**src/bus_pkg.sv**
```systemverilog
/*
 * Bus-side definitions for the progress control block.
 * The address region is taken from address bits 31..30 only.
 * Control registers sit in the EBR region, selected by the top nibble.
 * Byte selects are four lanes wide, one per byte of a 32-bit word.
 */
`default_nettype none

package bus_pkg;

   // Region decode of addr[31:30]
   typedef enum logic [1:0] {
      REGION_EBR     = 2'b00, // Internal block RAM, no bus strobe
      REGION_IO      = 2'b01, // I/O devices, served by io_stb
      REGION_SRAM_LO = 2'b10, // SRAM, lower half
      REGION_SRAM_HI = 2'b11  // SRAM, upper half
   } addr_region_e;

   // Top address nibble of the control registers (0x2xxxxxxx)
   localparam logic [3:0] SYSREG_NIBBLE = 4'd2;

   // Byte select width
   localparam int SEL_W = 4;

   localparam logic [SEL_W-1:0] SEL_NONE = '0; // No lanes, reset value of sel
   localparam logic [SEL_W-1:0] SEL_ALL  = '1; // Full word, reset value of bmask

endpackage : bus_pkg

`default_nettype wire

```
**src/ucode_pkg.sv**
```systemverilog
/*
 * Microcode-side definitions for the progress control block.
 * wr_sel_e names only the halfword and byte codes of the write-address
 * field. Every other four-bit code is treated as a full word store.
 */
`default_nettype none

package ucode_pkg;

   // Write-address opcode field of the microcode word
   typedef enum logic [3:0] {
      WSEL_HALF = 4'b0001, // Halfword store
      WSEL_BYTE = 4'b0010  // Byte store
   } wr_sel_e;

   // Acknowledge qualifier state
   typedef enum logic {
      ACK_NORMAL = 1'b0, // qack needs io_ack together with io_stb
      ACK_HELD   = 1'b1  // Slave holds its ack, io_stb alone qualifies
   } ack_state_e;

endpackage : ucode_pkg

`default_nettype wire

```
**src/byte_select.sv**
```systemverilog
/*
 * Registered byte selects for stores, plus the active-low copy used
 * as write mask by the EBR.
 * A halfword store at offset 01 or 11 falls back to a full word.
 * Both registers load only when latch_sel is high.
 */
`default_nettype none

module byte_select (
   input  wire logic              clk,
   input  wire logic              RST_I,
   input  wire logic              latch_sel, // Load new selects
   input  wire ucode_pkg::wr_sel_e wr_sel,   // Store width from microcode
   input  wire logic [1:0]        addr_lo,   // Byte offset of the address
   output logic [3:0]             sel,
   output logic [3:0]             bmask
);

   logic [bus_pkg::SEL_W-1:0] sel_d; // Decoded lanes

   // Lane decode
   always_comb begin
      sel_d = bus_pkg::SEL_ALL; // Word store or unknown code
      case (wr_sel)
         ucode_pkg::WSEL_HALF: begin
            if (addr_lo == 2'b00)
               sel_d = 4'b0011; // Lower half
            else if (addr_lo == 2'b10)
               sel_d = 4'b1100; // Upper half
         end
         ucode_pkg::WSEL_BYTE: begin
            sel_d = 4'b0001 << addr_lo; // One lane per offset
         end
         default: ;
      endcase
   end

   always_ff @(posedge clk) begin
      if (RST_I) begin
         sel   <= bus_pkg::SEL_NONE;
         bmask <= bus_pkg::SEL_ALL; // Nothing masked off
      end else if (latch_sel) begin
         sel   <= sel_d;
         bmask <= ~sel_d; // EBR wants active low
      end
   end

endmodule : byte_select

`default_nettype wire

```
**src/bus_request.sv**
```systemverilog
/*
 * Bus request registers: I/O strobe, SRAM strobe, write enable and
 * control-register write enable.
 * A strobe is held until its acknowledge, then falls the next cycle.
 * The sequencer must not raise req_access while a strobe is high.
 * A word store to an unaligned address gives neither strobe nor write.
 * Nothing is requested while corerunning is low.
 */
`default_nettype none

module bus_request #(
   parameter bit HAS_SRAM   = 1'b1, // SRAM strobe present
   parameter bit HAS_SYSREG = 1'b1  // Control registers present
) (
   input  wire logic        clk,
   input  wire logic        RST_I,
   input  wire logic        corerunning,
   input  wire logic        req_access, // Start an I/O or SRAM access
   input  wire logic        req_write,  // Load the write enables
   input  wire logic        keep_write, // Low clears the write enables
   input  wire logic        word_store, // Access is a 32-bit store
   input  wire logic        bus_error,
   input  wire logic        sram_ack,
   input  wire logic        qack,       // Qualified I/O acknowledge
   input  wire logic [31:0] addr,
   output logic             io_stb,
   output logic             sram_stb,
   output logic             we,
   output logic             ctrlreg_we
);

   bus_pkg::addr_region_e region;
   logic                  misaligned;
   logic                  abort;      // Reset or bus error
   logic                  io_hit;
   logic                  is_sysreg;

   assign region     = bus_pkg::addr_region_e'(addr[31:30]);
   assign misaligned = ~corerunning | (word_store & (addr[1:0] != 2'b00));
   assign abort      = RST_I | bus_error;
   assign io_hit     = req_access & (region == bus_pkg::REGION_IO) & ~misaligned;
   assign is_sysreg  = (addr[31:28] == bus_pkg::SYSREG_NIBBLE);

   // I/O strobe, held until qack
   always_ff @(posedge clk) begin
      if (abort)
         io_stb <= 1'b0;
      else
         io_stb <= io_hit | (io_stb & ~qack);
   end

   generate
      if (HAS_SRAM) begin : g_sram
         logic sram_hit;
         assign sram_hit = req_access & ~misaligned &
                           ((region == bus_pkg::REGION_SRAM_LO) |
                            (region == bus_pkg::REGION_SRAM_HI));
         always_ff @(posedge clk) begin
            if (abort)
               sram_stb <= 1'b0;
            else
               sram_stb <= sram_hit | (sram_stb & ~sram_ack); // Held until sram_ack
         end
      end else begin : g_no_sram
         assign sram_stb = 1'b0;
      end
   endgenerate

   // Write enable, any region outside the EBR
   always_ff @(posedge clk) begin
      if (abort | ~keep_write)
         we <= 1'b0;
      else if (req_write)
         we <= (region != bus_pkg::REGION_EBR) & ~misaligned;
   end

   generate
      if (HAS_SYSREG) begin : g_sysreg
         always_ff @(posedge clk) begin
            if (abort | ~keep_write)
               ctrlreg_we <= 1'b0;
            else if (req_write)
               ctrlreg_we <= is_sysreg & ~misaligned; // 0x2xxxxxxx lies in EBR space
         end
      end else begin : g_no_sysreg
         assign ctrlreg_we = 1'b0;
      end
   endgenerate

   // One access in flight at a time
   a_one_stb : assert property (@(posedge clk) disable iff (RST_I)
      !(io_stb && sram_stb));

endmodule : bus_request

`default_nettype wire

```
**src/ack_qualifier.sv**
```systemverilog
/*
 * Acknowledge qualifier.
 * Copes with a point-to-point slave that holds its ack high: an ack seen
 * without a strobe moves to ACK_HELD, where io_stb alone qualifies.
 * io_ack going low returns to ACK_NORMAL.
 * qack is combinational from io_ack, sysreg_ack and io_stb.
 */
`default_nettype none

module ack_qualifier #(
   parameter bit RESPECT_HELD_ACK = 1'b1, // Use the held-ack state machine
   parameter bit HAS_SYSREG       = 1'b1  // Accept sysreg_ack
) (
   input  wire logic clk,
   input  wire logic RST_I,
   input  wire logic io_ack,
   input  wire logic sysreg_ack,
   input  wire logic io_stb,
   output logic      qack
);

   logic sys_ack; // sysreg_ack, or zero without control registers

   assign sys_ack = HAS_SYSREG ? sysreg_ack : 1'b0;

   generate
      if (RESPECT_HELD_ACK) begin : g_held
         ucode_pkg::ack_state_e state;
         ucode_pkg::ack_state_e state_d;

         // Stay or enter HELD while the ack is up and unexplained
         assign state_d = (io_ack & (~io_stb | (state == ucode_pkg::ACK_HELD))) ?
                          ucode_pkg::ACK_HELD : ucode_pkg::ACK_NORMAL;

         always_ff @(posedge clk) begin
            if (RST_I)
               state <= ucode_pkg::ACK_NORMAL;
            else
               state <= state_d;
         end

         assign qack = sys_ack | ((state == ucode_pkg::ACK_HELD) ? io_stb   // Ack is stuck high
                                                                 : (io_ack & io_stb));

         a_state_known : assert property (@(posedge clk) disable iff (RST_I)
            !$isunknown(state));
      end else begin : g_plain
         assign qack = io_ack | sys_ack; // Trust the slave
      end
   endgenerate

endmodule : ack_qualifier

`default_nettype wire

```
**src/progress_gate.sv**
```systemverilog
/*
 * Combinational gating of Q sampling, microcode progress and the
 * internal EBR write.
 * Any strobe high stalls the microcode and Q until the access ends.
 * bus_error always lets the microcode move on.
 */
`default_nettype none

module progress_gate (
   input  wire logic corerunning,
   input  wire logic q_sample,     // Q sample request
   input  wire logic q_read,       // Q read request
   input  wire logic shift_repeat, // Repeat shift until done
   input  wire logic lastshift,
   input  wire logic rlastshift,   // Registered lastshift
   input  wire logic latch_sel,
   input  wire logic bus_error,
   input  wire logic io_stb,
   input  wire logic sram_stb,
   input  wire logic we,
   output logic      enaq,
   output logic      progress_ucode,
   output logic      iwe
);

   logic busy; // Bus access in flight

   assign busy = io_stb | sram_stb;

   assign enaq = (q_sample | q_read) & ~lastshift & ~busy;

   // Wait for the shifter and for the bus, unless the bus failed
   assign progress_ucode = ((~shift_repeat | lastshift | rlastshift) & ~busy) | bus_error;

   // No EBR write while setting up selects, writing the bus or holding a zero shift
   assign iwe = corerunning & ~(latch_sel | we | rlastshift);

endmodule : progress_gate

`default_nettype wire

```
**src/progress_ctrl.sv**
```systemverilog
/*
 * Bus and progress control of the serial core.
 * Strobes and write enables are plain levels, held until acknowledged.
 * Only one bus access may be in flight; the microcode stalls meanwhile.
 * Control registers are decoded at 0x2xxxxxxx when HAS_SYSREG is set.
 */
`default_nettype none

module progress_ctrl #(
   parameter bit HAS_SRAM         = 1'b1,
   parameter bit HAS_SYSREG       = 1'b1,
   parameter bit RESPECT_HELD_ACK = 1'b1
) (
   input  wire logic              clk,
   input  wire logic              RST_I,
   input  wire logic              corerunning,
   input  wire logic              io_ack,
   input  wire logic              sysreg_ack,
   input  wire logic              sram_ack,
   input  wire logic              latch_sel,
   input  wire logic              req_access,
   input  wire logic              req_write,
   input  wire logic              keep_write,
   input  wire logic              word_store,
   input  wire logic              q_sample,
   input  wire logic              q_read,
   input  wire logic              shift_repeat,
   input  wire logic              lastshift,
   input  wire logic              rlastshift,
   input  wire logic              bus_error,
   input  wire ucode_pkg::wr_sel_e wr_sel,
   input  wire logic [31:0]       addr,
   output logic [3:0]             sel,
   output logic [3:0]             bmask,
   output logic                   io_stb,
   output logic                   sram_stb,
   output logic                   we,
   output logic                   ctrlreg_we,
   output logic                   qack,
   output logic                   enaq,
   output logic                   progress_ucode,
   output logic                   iwe
);

   byte_select u_byte_select (
      .clk       (clk),
      .RST_I     (RST_I),
      .latch_sel (latch_sel),
      .wr_sel    (wr_sel),
      .addr_lo   (addr[1:0]),
      .sel       (sel),
      .bmask     (bmask)
   );

   bus_request #(
      .HAS_SRAM   (HAS_SRAM),
      .HAS_SYSREG (HAS_SYSREG)
   ) u_bus_request (
      .clk         (clk),
      .RST_I       (RST_I),
      .corerunning (corerunning),
      .req_access  (req_access),
      .req_write   (req_write),
      .keep_write  (keep_write),
      .word_store  (word_store),
      .bus_error   (bus_error),
      .sram_ack    (sram_ack),
      .qack        (qack),
      .addr        (addr),
      .io_stb      (io_stb),
      .sram_stb    (sram_stb),
      .we          (we),
      .ctrlreg_we  (ctrlreg_we)
   );

   ack_qualifier #(
      .RESPECT_HELD_ACK (RESPECT_HELD_ACK),
      .HAS_SYSREG       (HAS_SYSREG)
   ) u_ack_qualifier (
      .clk        (clk),
      .RST_I      (RST_I),
      .io_ack     (io_ack),
      .sysreg_ack (sysreg_ack),
      .io_stb     (io_stb),
      .qack       (qack)
   );

   progress_gate u_progress_gate (
      .corerunning    (corerunning),
      .q_sample       (q_sample),
      .q_read         (q_read),
      .shift_repeat   (shift_repeat),
      .lastshift      (lastshift),
      .rlastshift     (rlastshift),
      .latch_sel      (latch_sel),
      .bus_error      (bus_error),
      .io_stb         (io_stb),
      .sram_stb       (sram_stb),
      .we             (we),
      .enaq           (enaq),
      .progress_ucode (progress_ucode),
      .iwe            (iwe)
   );

endmodule : progress_ctrl

`default_nettype wire

```
**config.mk**
```make
export PLATFORM = sky130hd
export DESIGN_NAME = progress_ctrl
export DESIGN_NICKNAME = d
export VERILOG_FILES = /design/src/bus_pkg.sv /design/src/ucode_pkg.sv /design/src/byte_select.sv /design/src/bus_request.sv /design/src/ack_qualifier.sv /design/src/progress_gate.sv /design/src/progress_ctrl.sv
export SDC_FILE = /design/constraint.sdc
export NUM_CORES = 1
export LEC_CHECK = 0
export BUFFER_PORTS_ARGS = -buffer_cell sky130_fd_sc_hd__buf_2
export CAP_MARGIN = 20
export CELL_PAD_IN_SITES_DETAIL_PLACEMENT = 2
export CELL_PAD_IN_SITES_GLOBAL_PLACEMENT = 2
export CORE_ASPECT_RATIO = 1.4
export CORE_UTILIZATION = 16
export DETAILED_ROUTE_END_ITERATION = 12
export GPL_ROUTABILITY_DRIVEN = 0
export PLACE_DENSITY = 0.8
export SLEW_MARGIN = 0
export SYNTH_ARGS = -nofsm -noshare
export SYNTH_HDL_FRONTEND = slang
export SYNTH_SLANG_ARGS = --single-unit
```
**constraint.sdc**
```tcl
create_clock -name clk -period 1.35 [get_ports clk]
set_input_delay 0.27 -clock clk [delete_from_list [all_inputs] [get_ports clk]]
set_output_delay 0.27 -clock clk [all_outputs]
set_load 0.005 [all_outputs]
```
======== After elaboration in Yosys (flattened, before gate mapping) ========
Index checks and enable logic that the tools add are counted.
word-level totals
  logic and storage cells ................. 64
  output and inout port bits .............. 16
  input port bits ......................... 53
  register bits after elaboration ......... 13
cells by class
  bitwise logic cells ..................... 41
  muxes and demuxes ....................... 5
  shift operators ......................... 1
  equality and inequality tests ........... 7
  reduce and logical (&&, ||, !) cells .... 3
operators by type and width
  kind                 number
  $and 1x1->1          15
  $or 1x1->1           15
  $not 1->1            10
  $eq 4x2->1 const B   2
  $pmux 4 s2           1
  $eq 2x2->1 const B   3
  $eq 4x1->1 const B   1
  $mux 4               1
  $not 4->4            1
  $reduce_bool 2->1    2
  $shl 1x2->4 const A  1
  $eq 2x1->1 const B   1
  $logic_not 2->1      1
  $mux 1               2
  $mux 2               1

======== Logic depth before layout (Yosys ltp) ========
  depth in word-level cells ............... 7
  mapped depth ............................ 4
  gate-level depth less buffers ........... 3

======== Hierarchy ========
A second synthesis with hierarchy kept.
second synthesis, totals
  cell total of the unflattened synthesis .. 68
  area total of the unflattened synthesis .. 655.6 µm²
modules (own cells, without submodules)
  module         instances  area each (µm²)  seq. area each (µm²)  cells an instance
  byte_select    1          352.8            160.2                 36
  bus_request    1          192.7            80.1                  21
  progress_gate  1          60.1             0.0                   6
  ack_qualifier  1          50.0             20.0                  5

======== Worst setup path before layout ========
OpenSTA, ideal clock, no wires.
  kind .................................... input-to-reg
  start ................................... input wr_sel[3]
  end ..................................... register u_byte_select.sel[1]
  library setup time ...................... 0.132 ns
  path slack .............................. 0.274 ns
  buffers on the path ..................... 0
  stages on the path ...................... 3
  required time ........................... 1.218 ns
  arrival ................................. 0.945 ns
  cell sequence ........................... or3b_1 > a211oi_2 > nor3_1
on the way
  cells in the longest elaborated chain, start to end .. 2
  elaborated cells on any way between the ends .. 3
  those cells by class .................... eq/ne (2); mux (1)
RTL lines
  item                                      line                 RTL
  start, declared                           progress_ctrl.sv:31  input wire ucode_pkg::wr_sel_e wr_sel,
  $eq 4x2->1 or $eq 4x1->1 (tied branches)  byte_select.sv:24    case (wr_sel)
  $pmux 4 s2 (*)                            byte_select.sv:24
  end signal, assigned                      byte_select.sv:40    sel <= bus_pkg::SEL_NONE;
  end signal, assigned                      byte_select.sv:43    sel <= sel_d;
  end, declared                             byte_select.sv:15    output logic [3:0] sel,
Mark *: on every way between the ends. The rest lies on a longest branch, timed or not.
A chain may end at the register's enable or synchronous reset.

======== Worst setup path in the final report ========
  start ................................... register u_bus_request.io_stb
  end ..................................... output progress_ucode
on the way
  cells in the longest elaborated chain, start to end .. 4
RTL lines
  item                    line                 RTL
  start, declared         bus_request.sv:26    output logic io_stb,
  start signal, assigned  bus_request.sv:49    io_stb <= io_hit | (io_stb & ~qack);
  $or 1x1->1              progress_gate.sv:28  assign busy = io_stb | sram_stb;
  $not 1->1               progress_gate.sv:33  assign progress_ucode = ((~shift_repeat | lastshift | rlastshift) & ~busy) | bus_error;
  $and 1x1->1             progress_gate.sv:33
  $or 1x1->1              progress_gate.sv:33
  end, declared           progress_ctrl.sv:41  output logic progress_ucode,
Every way passes these cells.

==> reports/qor.yml <==
ant_nets: 0
dp.cells: 157
tns_ns: 0
min_path_cells: 2
grt_pass1_vias: 882
power_leakage_uw: 0.000417
worst_ep_arrival_time_ns: 1.03
cpMaxStageDelayCell: "dfxtp_1"
tightest_slew_ns: 0.406
cts_buffer_depth: 2
core.rowCount: 27
synth_commonest_cells: "13 x dfxtp_1, 6 x nor2_1, 5 x a21oi_1, 5 x nand2b_1, 4 x nor2b_1"
vias_per_cell: 4.78
rrSetupSlack_ns: 0.23
fin_crit_sh: 0.960
netlist_area_um2: 648
synth_top_cell_by_area: "dfxtp_1"
synth_top_area_frac: 0.402
min_period_ns: 1.30
drt_wl_total_um: 2260
dp_hpwl_um: 1940
synth-main-ff-cell: "dfxtp_1"
place_ws_ns: 0.0748
fmax_mhz: 771
nets: 172
fin_cells: 161
clk_pin_slew_worst_paths_ns: 0.05
critPathKind: "reg -> out"
wl_per_cell_um: 14.1
synth-edff-count: 0
async_flop_share: 0
io_buffers: 42
drc: 0
irDropWorstVdd_mv: 0.440
die_y_um: 77.3
drtPass1Iterations: 2
report.final.slew_viol_count: 0
start_util: 0.165
gr-total-overflow: 0
postCtsSetupBuffers: 0
cp.required_ns: 1.08
pin_count: 69
synthCells: 72
syn_nets: 125
grt_usage: 0.115
yosysWarningCount: 0
yosys-top-cells-area: "dfxtp_1 40%, nand2b_1 4.8%, nor4b_1 4.1%"
post_cts_resize_count: 0
hold_path_end: "u_bus_request.sram_stb"
ys_seq_area_frac: 0.402
clock_skew_ns: 0.0000477
rr_endpoint: "u_bus_request.io_stb"
die_x_um: 55.8
drive_gt1_frac: 0.424
ys_seq_elements: 13
root_buffer: "clkbuf_8"
final_core_util: 0.247
hp-start: "bus_error"
hold_class: "in -> reg"
die_area_um2: 4310
clk-insertion-delay-late_ns: 0.24
layout_setup_ws_ns: 0.0536
path_cells: "o31ai_1 -> buf_2"
ctsHoldBuffers: 0
cts_made_buffers: 3
grt_pass1_wl_um: 3940
critPathLaunchType: "register"
cts_tree: "yes"
clock-sinks: 13
critPathTopFamily: "flip-flops"
cp_max_fo: 6
timing.hold.ws_ns: 0.243
vias: 770
antenna_found_initial: 0
power_density_nw_per_um2: 942
r2r_cells: 2
yosys.cell_count.top_type: "dfxtp_1"
antenna_cells: 0
max-slew-margin-rel: 0.726
fill_cells: 474
drtIter0Drc: 15
worstReg2RegStart: "u_bus_request.io_stb"
yosysUniqueCellTypes: 31
max_stage_delay_ns: 0.36
grt_max_degree: 11
synthToLayoutAreaGrowth_pct: 49.2
status: "completed"
setup_viol: 0
finalHoldViolCount: 0
drv_cap: 0
syn_avg_cell_area_um2: 9.00
htree_levels: 1
coreArea_um2: 3920
timing.critical_path.buf_inv: 1
end_kind: "output port"
routing by layer:
layer,part of all wire,GRT usage,vias up
li1,-,-,367
met1,0.37,0.117,366
met2,0.54,0.217,33
met3,0.074,0.0304,4
met4,0.014,0.0450,0
met5,0,0,-
worst max-delay path by stage:
| stage | start | to | slack, ns | depth (start not counted) |
|---|---|---|---|---|
| after floorplan | wr_sel[3] | u_byte_select.sel[1] | 0.27 | 3 |
| after global placement | latch_sel | u_byte_select.sel[1] | 0.08 | 4 |
| after detailed placement | wr_sel[1] | u_byte_select.bmask[1] | 0.07 | 4 |
| after CTS | u_bus_request.io_stb | enaq | 0.03 | 2 |
| after global routing | u_bus_request.io_stb | progress_ucode | -0.01 | 2 |
| final | u_bus_request.io_stb | progress_ucode | 0.05 | 2 |
sequential cells by signal (all words and copies together) (netlist names):
name and flops:
u_byte_select.bmask 4, u_ack_qualifier.g_held.state 1, u_bus_request.sram_stb 1, u_byte_select.sel 4
u_bus_request.io_stb 1, u_bus_request.ctrlreg_we 1, u_bus_request.we 1
power by group:
group          total (uW)  leakage [uW]  internal, uW  switching [uW]
logic                 159      0.000287          80.4            78.2
clock network         336     0.0000228           208             128
registers             417      0.000108           405            11.2
metrics by stage:
| step | power, uW | instance area [um^2] |
|---|---|---|
| after floorplan | 485 | 648 |
| after global placement | 576 | 916 |
| after detailed placement | 585 | 916 |
| after CTS | 928 | 961 |
| after global routing | 966 | 967 |
| final | 911 | 967 |
placed cells by master, fill, tap and decap left out, types with 2 or more instances in the layout:
master / instances
a211o_1: 2
nor4b_1: 3
buf_2: 42
inv_1: 3
nor3_1: 3
o21ai_1: 2
nand2b_1: 5
nor3b_1: 3
nand4_1: 2
clkbuf_8: 3
dfxtp_1: 13
nand2_1: 2
a21oi_1: 5
nor2_1: 6
nor2b_1: 4
o21ai_0: 2
kinds of logic after synthesis:
logic type | count (synthesis) | share of synthesized area
AO/OA/AOI/OAI | 20 | 0.224
buffers and inverters | 4 | 0.0232
flip-flops | 13 | 0.402
AND/OR/NAND/NOR | 35 | 0.351
cell type report:
type                            instances  area (um^2)  share of cell area
Sequential cell                        13          260               0.269
Clock buffer                            4         45.0              0.0466
Inverter                                3         11.3              0.0116
Tap cell                               43         53.8              0.0556
Multi-Input combinational cell         55          379               0.392
Timing Repair Buffer                   43          218               0.225
Note: power is estimated with default switching activity, not from simulation.
